==> config.mk <==
export PLATFORM = sky130hd
export DESIGN_NAME = decode_issue
export DESIGN_NICKNAME = d
export VERILOG_FILES = /design/src/logic/decode_pkg.sv /design/src/logic/instruction_decoder.sv /design/src/logic/unit_credit_tracker.sv /design/src/logic/issue_stage.sv /design/src/logic/operand_formatter.sv /design/src/logic/decode_issue.sv
export VERILOG_INCLUDE_DIRS = /design/src /design/src/logic
export SDC_FILE = /design/constraint.sdc
export NUM_CORES = 1
export LEC_CHECK = 0
export BUFFER_PORTS_ARGS = -buffer_cell sky130_fd_sc_hd__buf_2
export CAP_MARGIN = 20
export CORE_AREA = 2 2 142 144
export DETAILED_ROUTE_END_ITERATION = 6
export DIE_AREA = 0 0 144 146
export PLACE_DENSITY = 0.66
export SLEW_MARGIN = 20
export SYNTH_ARGS = -nofsm -noshare
export SYNTH_HDL_FRONTEND = slang
export SYNTH_SLANG_ARGS = --single-unit
==> constraint.sdc <==
create_clock -name clk -period 7.6 [get_ports clk]
set_input_delay 1.9 -clock clk [delete_from_list [all_inputs] [get_ports clk]]
set_output_delay 1.9 -clock clk [all_outputs]
set_load 0.02 [all_outputs]
==> src/logic/decode_defines.svh <==
`ifndef DECODE_DEFINES_SVH
`define DECODE_DEFINES_SVH

////////////////////
// Widths
`define XLEN        32
`define REG_ADDR_W  5
`define ID_W        3

////////////////////
// Execution units and credits
`define NUM_UNITS     4
`define UNIT_CREDITS  2
`define CREDIT_W      2

`define UNIT_BRANCH  0
`define UNIT_ALU     1
`define UNIT_LS      2
`define UNIT_SYS     3

////////////////////
// RV32I opcodes, bits [6:2] only
`define OP_LUI        5'b01101
`define OP_AUIPC      5'b00101
`define OP_JAL        5'b11011
`define OP_JALR       5'b11001
`define OP_BRANCH     5'b11000
`define OP_LOAD       5'b00000
`define OP_STORE      5'b01000
`define OP_ARITH_IMM  5'b00100
`define OP_ARITH      5'b01100
`define OP_FENCE      5'b00011
`define OP_SYSTEM     5'b11100

////////////////////
// Arithmetic fn3 codes
`define FN3_ADD_SUB  3'b000
`define FN3_SLL      3'b001
`define FN3_SLT      3'b010
`define FN3_SLTU     3'b011
`define FN3_XOR      3'b100
`define FN3_SRL_SRA  3'b101
`define FN3_OR       3'b110
`define FN3_AND      3'b111

`endif

==> src/logic/decode_pkg.sv <==
`include "decode_defines.svh"

package decode_pkg;

    typedef logic [`XLEN-1:0]       data_t;
    typedef logic [`REG_ADDR_W-1:0] reg_addr_t;
    typedef logic [`ID_W-1:0]       id_t;
    typedef logic [`NUM_UNITS-1:0]  unit_mask_t;
    typedef logic [`CREDIT_W-1:0]   credit_t;

    typedef enum logic [3:0] {
        ALU_ADD,
        ALU_SUB,
        ALU_SLT,
        ALU_SLTU,
        ALU_XOR,
        ALU_OR,
        ALU_AND,
        ALU_SLL,
        ALU_SRL,
        ALU_SRA
    } alu_op_t;

    ////////////////////
    // Fetch side
    typedef struct packed {
        data_t instruction;
        data_t pc;
        id_t   id;
    } fetch_packet_t;

    ////////////////////
    // Decoded instruction, as held in the issue stage
    typedef struct packed {
        data_t       pc;
        id_t         id;
        reg_addr_t   rs1_addr;
        reg_addr_t   rs2_addr;
        reg_addr_t   rd_addr;
        logic        uses_rs1;
        logic        uses_rs2;
        logic        uses_rd;
        unit_mask_t  unit;
        alu_op_t     alu_op;
        // ALU operand sources
        logic        alu_in1_pc;
        logic        alu_in1_zero;
        logic        alu_in2_imm;
        data_t       alu_imm;
        logic [11:0] ls_offset;
        logic [20:0] branch_offset;
    } decoded_t;

    ////////////////////
    // Packet presented to the units on issue
    typedef struct packed {
        unit_mask_t  unit;
        id_t         id;
        data_t       pc;
        reg_addr_t   rd_addr;
        logic        uses_rd;
        alu_op_t     alu_op;
        data_t       alu_in1;
        data_t       alu_in2;
        logic [11:0] ls_offset;
        logic [20:0] branch_offset;
        data_t       rs1_data;
        data_t       rs2_data;
    } issue_packet_t;

endpackage

==> src/logic/instruction_decoder.sv <==
`include "decode_defines.svh"

module instruction_decoder (
    input  decode_pkg::data_t    instruction,
    input  decode_pkg::data_t    pc,
    input  decode_pkg::id_t      id,
    output decode_pkg::decoded_t decoded
);
    import decode_pkg::*;

    logic [4:0] opcode;
    logic [2:0] fn3;

    logic is_lui;
    logic is_auipc;
    logic is_jal;
    logic is_jalr;
    logic is_branch;
    logic is_load;
    logic is_store;
    logic is_arith_imm;
    logic is_arith;
    logic is_fence;
    logic is_system;

    logic csr_imm_op;
    logic environment_op;

    alu_op_t     alu_op;
    data_t       i_imm;
    logic [20:0] jal_offset;
    logic [20:0] jalr_offset;
    logic [20:0] br_offset;

    ////////////////////
    // Field slicing
    assign opcode = instruction[6:2];
    assign fn3    = instruction[14:12];

    assign is_lui       = (opcode == `OP_LUI);
    assign is_auipc     = (opcode == `OP_AUIPC);
    assign is_jal       = (opcode == `OP_JAL);
    assign is_jalr      = (opcode == `OP_JALR);
    assign is_branch    = (opcode == `OP_BRANCH);
    assign is_load      = (opcode == `OP_LOAD);
    assign is_store     = (opcode == `OP_STORE);
    assign is_arith_imm = (opcode == `OP_ARITH_IMM);
    assign is_arith     = (opcode == `OP_ARITH);
    assign is_fence     = (opcode == `OP_FENCE);
    assign is_system    = (opcode == `OP_SYSTEM);

    // CSR immediate forms and ECALL/EBREAK/xRET read no rs1
    assign csr_imm_op     = is_system & fn3[2];
    assign environment_op = is_system & (fn3 == 3'b000);

    ////////////////////
    // ALU operation
    always_comb begin
        alu_op = ALU_ADD;
        if (is_arith | is_arith_imm) begin
            case (fn3)
                `FN3_ADD_SUB: alu_op = (is_arith & instruction[30]) ? ALU_SUB : ALU_ADD;
                `FN3_SLL:     alu_op = ALU_SLL;
                `FN3_SLT:     alu_op = ALU_SLT;
                `FN3_SLTU:    alu_op = ALU_SLTU;
                `FN3_XOR:     alu_op = ALU_XOR;
                `FN3_SRL_SRA: alu_op = instruction[30] ? ALU_SRA : ALU_SRL;
                `FN3_OR:      alu_op = ALU_OR;
                `FN3_AND:     alu_op = ALU_AND;
            endcase
        end
    end

    ////////////////////
    // Immediates
    assign i_imm = {{20{instruction[31]}}, instruction[31:20]};

    assign jal_offset = {instruction[31], instruction[19:12], instruction[20],
                         instruction[30:21], 1'b0};
    assign jalr_offset = {{9{instruction[31]}}, instruction[31:20]};
    assign br_offset = {{8{instruction[31]}}, instruction[31], instruction[7],
                        instruction[30:25], instruction[11:8], 1'b0};

    always_comb begin
        decoded          = '0;
        decoded.pc       = pc;
        decoded.id       = id;
        decoded.rs1_addr = instruction[19:15];
        decoded.rs2_addr = instruction[24:20];
        decoded.rd_addr  = instruction[11:7];

        decoded.uses_rs1 = ~(is_lui | is_auipc | is_jal | is_fence | csr_imm_op | environment_op);
        decoded.uses_rs2 = is_branch | is_store | is_arith;
        decoded.uses_rd  = ~(is_branch | is_store | is_fence | environment_op);

        // Jumps go to both branch and ALU, the ALU writes the link address
        decoded.unit[`UNIT_BRANCH] = is_branch | is_jal | is_jalr;
        decoded.unit[`UNIT_ALU]    = is_lui | is_auipc | is_jal | is_jalr | is_arith_imm |
                                     (is_arith & ~instruction[25]);
        decoded.unit[`UNIT_LS]     = is_load | is_store;
        decoded.unit[`UNIT_SYS]    = is_system | is_fence;

        decoded.alu_op       = alu_op;
        decoded.alu_in1_pc   = is_auipc | is_jal | is_jalr;
        decoded.alu_in1_zero = is_lui;
        decoded.alu_in2_imm  = is_lui | is_auipc | is_jal | is_jalr | is_arith_imm;

        if (is_lui | is_auipc)
            decoded.alu_imm = {instruction[31:12], 12'b0};
        else if (is_jal | is_jalr)
            decoded.alu_imm = 32'd4;
        else
            decoded.alu_imm = i_imm;

        // S form for stores, I form for loads
        decoded.ls_offset = is_store ? {instruction[31:25], instruction[11:7]} :
                                       instruction[31:20];

        if (is_jal)
            decoded.branch_offset = jal_offset;
        else if (is_jalr)
            decoded.branch_offset = jalr_offset;
        else
            decoded.branch_offset = br_offset;
    end

endmodule

==> src/logic/unit_credit_tracker.sv <==
`include "decode_defines.svh"

module unit_credit_tracker (
    input  logic clk,
    input  logic rst,
    input  logic take,
    input  logic give,
    output logic available
);
    import decode_pkg::*;

    credit_t count;

    ////////////////////
    // Credit count
    always_ff @(posedge clk) begin
        if (rst) begin
            count <= credit_t'(`UNIT_CREDITS);
        end else begin
            case ({take, give})
                2'b10:   count <= count - credit_t'(1);
                2'b01:   count <= count + credit_t'(1);
                // Issue and return in the same cycle cancel out
                default: count <= count;
            endcase
        end
    end

    assign available = (count != '0);

endmodule

==> src/logic/issue_stage.sv <==
module issue_stage (
    input  logic                   clk,
    input  logic                   rst,
    input  logic                   fetch_valid,
    input  decode_pkg::decoded_t   decoded,
    output logic                   decode_ready,
    input  logic                   flush,
    input  logic                   issue_hold,
    input  logic                   rs1_inuse,
    input  logic                   rs2_inuse,
    input  decode_pkg::unit_mask_t unit_available,
    output decode_pkg::decoded_t   held,
    output logic                   issue_valid,
    output decode_pkg::unit_mask_t issue_unit,
    output logic                   illegal
);
    import decode_pkg::*;

    logic stage_valid;
    logic no_unit;
    logic operands_ready;
    logic credits_ready;
    logic can_leave;

    ////////////////////
    // Stage register
    always_ff @(posedge clk) begin
        if (rst)
            stage_valid <= 1'b0;
        else if (flush)
            stage_valid <= 1'b0;
        else if (decode_ready)
            stage_valid <= fetch_valid;
    end

    always_ff @(posedge clk) begin
        if (decode_ready & fetch_valid)
            held <= decoded;
    end

    ////////////////////
    // Issue decision

    // An inuse flag blocks only when the source is actually read
    assign operands_ready = ~(rs1_inuse & held.uses_rs1) & ~(rs2_inuse & held.uses_rs2);

    // Every unit named in the mask needs a credit
    assign credits_ready = &(unit_available | ~held.unit);

    assign no_unit   = (held.unit == '0);
    assign can_leave = stage_valid & ~issue_hold & ~flush;

    assign issue_valid = can_leave & ~no_unit & operands_ready & credits_ready;
    assign issue_unit  = held.unit & {$bits(unit_mask_t){issue_valid}};

    // Unsupported instructions retire without waiting on operands or credits
    assign illegal = can_leave & no_unit;

    ////////////////////
    // Back-pressure toward decode
    assign decode_ready = ~issue_hold & ~flush & (~stage_valid | issue_valid | illegal);

endmodule

==> src/logic/operand_formatter.sv <==
module operand_formatter (
    input  decode_pkg::decoded_t      held,
    input  decode_pkg::unit_mask_t    issue_unit,
    input  decode_pkg::data_t         rs1_data,
    input  decode_pkg::data_t         rs2_data,
    output decode_pkg::issue_packet_t issue
);
    import decode_pkg::*;

    data_t alu_in1;
    data_t alu_in2;

    ////////////////////
    // ALU operands

    // pc for AUIPC and jumps, zero for LUI
    always_comb begin
        if (held.alu_in1_pc)
            alu_in1 = held.pc;
        else if (held.alu_in1_zero)
            alu_in1 = '0;
        else
            alu_in1 = rs1_data;
    end

    assign alu_in2 = held.alu_in2_imm ? held.alu_imm : rs2_data;

    ////////////////////
    // Packet assembly
    always_comb begin
        issue.unit          = issue_unit;
        issue.id            = held.id;
        issue.pc            = held.pc;
        issue.rd_addr       = held.rd_addr;
        issue.uses_rd       = held.uses_rd;
        issue.alu_op        = held.alu_op;
        issue.alu_in1       = alu_in1;
        issue.alu_in2       = alu_in2;
        issue.ls_offset     = held.ls_offset;
        issue.branch_offset = held.branch_offset;
        // Raw register values for branch compare, store data and CSR writes
        issue.rs1_data      = rs1_data;
        issue.rs2_data      = rs2_data;
    end

endmodule

==> src/logic/decode_issue.sv <==
`include "decode_defines.svh"

module decode_issue (
    input  logic                      clk,
    input  logic                      rst,
    input  logic                      fetch_valid,
    input  decode_pkg::fetch_packet_t fetch,
    output logic                      decode_ready,
    output decode_pkg::reg_addr_t     rs1_addr,
    output decode_pkg::reg_addr_t     rs2_addr,
    input  decode_pkg::data_t         rs1_data,
    input  decode_pkg::data_t         rs2_data,
    input  logic                      rs1_inuse,
    input  logic                      rs2_inuse,
    input  logic                      flush,
    input  logic                      issue_hold,
    input  decode_pkg::unit_mask_t    credit_return,
    output logic                      issue_valid,
    output decode_pkg::issue_packet_t issue,
    output logic                      illegal
);
    import decode_pkg::*;

    decoded_t   decoded;
    decoded_t   held;
    unit_mask_t issue_unit;
    unit_mask_t unit_available;

    instruction_decoder i_decoder (
        .instruction (fetch.instruction),
        .pc          (fetch.pc),
        .id          (fetch.id),
        .decoded     (decoded)
    );

    issue_stage i_issue_stage (
        .clk            (clk),
        .rst            (rst),
        .fetch_valid    (fetch_valid),
        .decoded        (decoded),
        .decode_ready   (decode_ready),
        .flush          (flush),
        .issue_hold     (issue_hold),
        .rs1_inuse      (rs1_inuse),
        .rs2_inuse      (rs2_inuse),
        .unit_available (unit_available),
        .held           (held),
        .issue_valid    (issue_valid),
        .issue_unit     (issue_unit),
        .illegal        (illegal)
    );

    // Register file reads come from the held instruction
    assign rs1_addr = held.rs1_addr;
    assign rs2_addr = held.rs2_addr;

    operand_formatter i_formatter (
        .held       (held),
        .issue_unit (issue_unit),
        .rs1_data   (rs1_data),
        .rs2_data   (rs2_data),
        .issue      (issue)
    );

    ////////////////////
    // One credit counter per unit
    for (genvar u = 0; u < `NUM_UNITS; u++) begin : g_credit
        unit_credit_tracker i_tracker (
            .clk       (clk),
            .rst       (rst),
            .take      (issue_unit[u]),
            .give      (credit_return[u]),
            .available (unit_available[u])
        );
    end

endmodule

==> results.toml <==
[floorplanning]
core-area_um2 = 19300
initial_core_util_pct = 35.9
die_w_um = 144
fp.dieH_um = 146
pin_count = 365
rows = 51
die_area_um2 = 21000

[setup_path]
crit_start = "flush"
max_stage_delay_ns = 0.84
cp-end-kind = "output pin"
crit_chain = "buf_2 -> nor2_1 -> nand3_1 -> nor4_2 -> and2_1 -> buf_2"
path_max_fanout = 12
crit_top_cell = "buf_2"
crit_required_ns = 5.70
arrival_ns = 3.63
r2r_start = "i_issue_stage.held[73]$_DFFE_PP_"
criticalPathCategory = "input port to output pin"
cp_slowest_cell = "nor4_2"
worst_setup_path_start_kind = "input port"

[clock_network]
cts_sinks = 131
numCtsBuffers = 17
h-tree-depth = 4
clock_latency_ns = 0.41
ctsResizeCount = 0
cts_buffer_depth = 2
post_cts_buffers = 0
path_clk_slew_ns = 0.05
cts_hold_buf = 0
cts_tree = "built"
clock_tree.root_cell = "clkbuf_16"

[global_route]
grt_pass1_wl_mm = 28.0
grt_max_degree = 63
antenna_found_initial = 3
grt_pass1_vias = 4827
grt-ovfl-total = 0
grtUsageTotal_pct = 18.0

[placed_design]
placed_cell_area_um2 = 7800
place_hpwl_mm = 14.8
place.gp.congestion = 0.780
numPortBuffers = 362

[flow_run]
maxCapViolations = 0

[detailed_routing]
drt-initial-drc-count = 195
avgRoutedWirePerCell_um = 18.5
via_per_inst = 4.51
drt-total-wl_mm = 19.5
num_vias = 4754
antenna_left = 0
drtPass1Iterations = 4
drc = 0

[timing]
worst_clock_skew_ns = 0.00735
slew_headroom_pct = 29.6
worstMarginPinSlew_ns = 1.05
drv_slew = 0
fmax_mhz = 181
rsz0062_at_grt = "no"
hold_violations = 0
setup_tns_ns = 0
fin_crit_ns = 5.53
finalCritPeriodShare_pct = 72.7
setup_viol = 0

[run_status]
outcome = "complete, no violations"

[finish]
final_layout_size_suffix_gt1_share_pct = 55.7
nets = 923
syn2layout_area_growth_pct = 20.3
fin_area_um2 = 8340
fillerInstances = 1850
post-route-util_pct = 43.1

[synth]
yosys_warnings = 0
synth_cell_types = 49
synthCells = 577
synth_nets = 723
synthArstFlopShare_pct = 0
ys_seq_elements = 131
syn_area_um2 = 6930
syn_avg_cell_area_um2 = 12.0
ys_seq_area_share_pct = 55.4
synth_edf_count = 122
synth_flop_cell = "edfxtp_1"

[hold_path]
min-delay-start = "g_credit[1].i_tracker.count[0]$_SDFFE_PP0P_"
hp-class = "register to register"

[pwr]
p_leak_nw = 3.71
power_mw = 1.81
vdd_drop_max_mv = 0.143
cellPowerDensity_nw_per_um2 = 217
metrics by stage:
step	hold WS, ns	instances	setup slack [ns]
5_1_grt	0.583	1054	1.93
4_1_cts	0.560	1052	2.01
6_report	0.559	1055	2.07
3_3_place_gp	0.530	1022	2.04
3_5_place_dp	0.542	1022	2.01
2_1_floorplan	0.505	577	1.57
power breakdown:
| part | internal (mW) | switching (mW) | leakage [nW] | total (mW) |
|---|---|---|---|---|
| clock network | 0.440 | 0.299 | 0.252 | 0.739 |
| registers | 0.818 | 0.0107 | 1.21 | 0.828 |
| logic | 0.0924 | 0.152 | 2.25 | 0.244 |
| total | 1.35 | 0.461 | 3.71 | 1.81 |
state kept, by name, indices dropped and copies added (netlist names):
signal and cells:
i_issue_stage.held 122, i_issue_stage.stage_valid 1, g_credit.i_tracker.count 8
synthesized netlist by cell type (2+ instances only):
| cell | count | area share (%) |
|---|---|---|
| buf_4 | 158 | 17 |
| edfxtp_1 | 122 | 53 |
| nand2_1 | 75 | 4.1 |
| a22o_1 | 33 | 4.2 |
| mux2_2 | 28 | 4.5 |
| and2_1 | 16 | 1.4 |
| nor2_1 | 15 | 0.81 |
| clkbuf_1 | 13 | 0.70 |
| o21ai_0 | 12 | 0.87 |
| buf_2 | 10 | 0.72 |
| dfxtp_1 | 9 | 2.6 |
| nand3_1 | 8 | 0.58 |
| xor2_1 | 8 | 1.0 |
| a21oi_1 | 6 | 0.43 |
| mux2_4 | 5 | 1.1 |
| ha_1 | 4 | 0.72 |
| inv_1 | 4 | 0.22 |
| mux2_1 | 4 | 0.65 |
| nor3_1 | 4 | 0.29 |
| nor3b_1 | 4 | 0.43 |
| or3b_2 | 4 | 0.51 |
| buf_6 | 3 | 0.49 |
| nor2b_1 | 3 | 0.27 |
| nand2_2 | 2 | 0.18 |
| nand2b_1 | 2 | 0.18 |
| or3_1 | 2 | 0.18 |
worst paths after layout:
path                            slack, ns  cells past startpoint                                          end
worst max-delay path                 2.07                      6                                   issue[207]
worst min register to register       0.56                      2  g_credit[1].i_tracker.count[0]$_SDFFE_PP0P_
worst min-delay path                 0.56                      2  g_credit[1].i_tracker.count[0]$_SDFFE_PP0P_
worst max register to register       4.41                      5         i_issue_stage.held[42]$_SDFFCE_PP0P_
logic make-up after synthesis:
logic type      synth area share (%)
flops                           55.4
compound gates                  6.73
mux                             6.42
xor+xnor                        1.14
fa+ha+maj                      0.722
simple gates                    10.2
buf+inv                         19.3
worst max-delay path, delay by kind of cell:
kind                   cells  cell delay [ns]
buffers and inverters      2             0.29
and+or+nand+nor            4             1.43
routing by layer:
metal | GRT usage, % | up-vias | part of all wire, %
met5 | 0 | - | 0
met2 | 32.8 | 180 | 52
met3 | 5.86 | 21 | 7.2
li1 | - | 2275 | -
met1 | 19.9 | 2278 | 39
met4 | 5.05 | 0 | 1.8
layout make-up:
| class | count | area [µm²] | share of cell area [%] |
|---|---|---|---|
| multi-input combinational | 257 | 1760 | 21.1 |
| clock inverter | 12 | 93.8 | 1.13 |
| inverter | 4 | 15.0 | 0.180 |
| clock buffer | 18 | 429 | 5.15 |
| antenna | 2 | 5.00 | 0.0600 |
| timing repair buffer | 366 | 1860 | 22.3 |
| sequential | 131 | 3840 | 46.1 |
| tap | 265 | 332 | 3.98 |
cells in the final DEF (no fill, tap or decap), types with 5 or more instances in the layout:
| master | instances |
|---|---|
| nand3_1 | 8 |
| clkbuf_16 | 17 |
| nand2_1 | 75 |
| mux2_4 | 5 |
| clkinv_2 | 5 |
| a21oi_1 | 6 |
| o21ai_0 | 12 |
| xor2_1 | 8 |
| buf_2 | 362 |
| a22o_1 | 33 |
| mux2_2 | 28 |
| and2_1 | 16 |
| edfxtp_1 | 122 |
| nor2_1 | 14 |
| dfxtp_1 | 9 |
(Power assumes the default switching activity.)
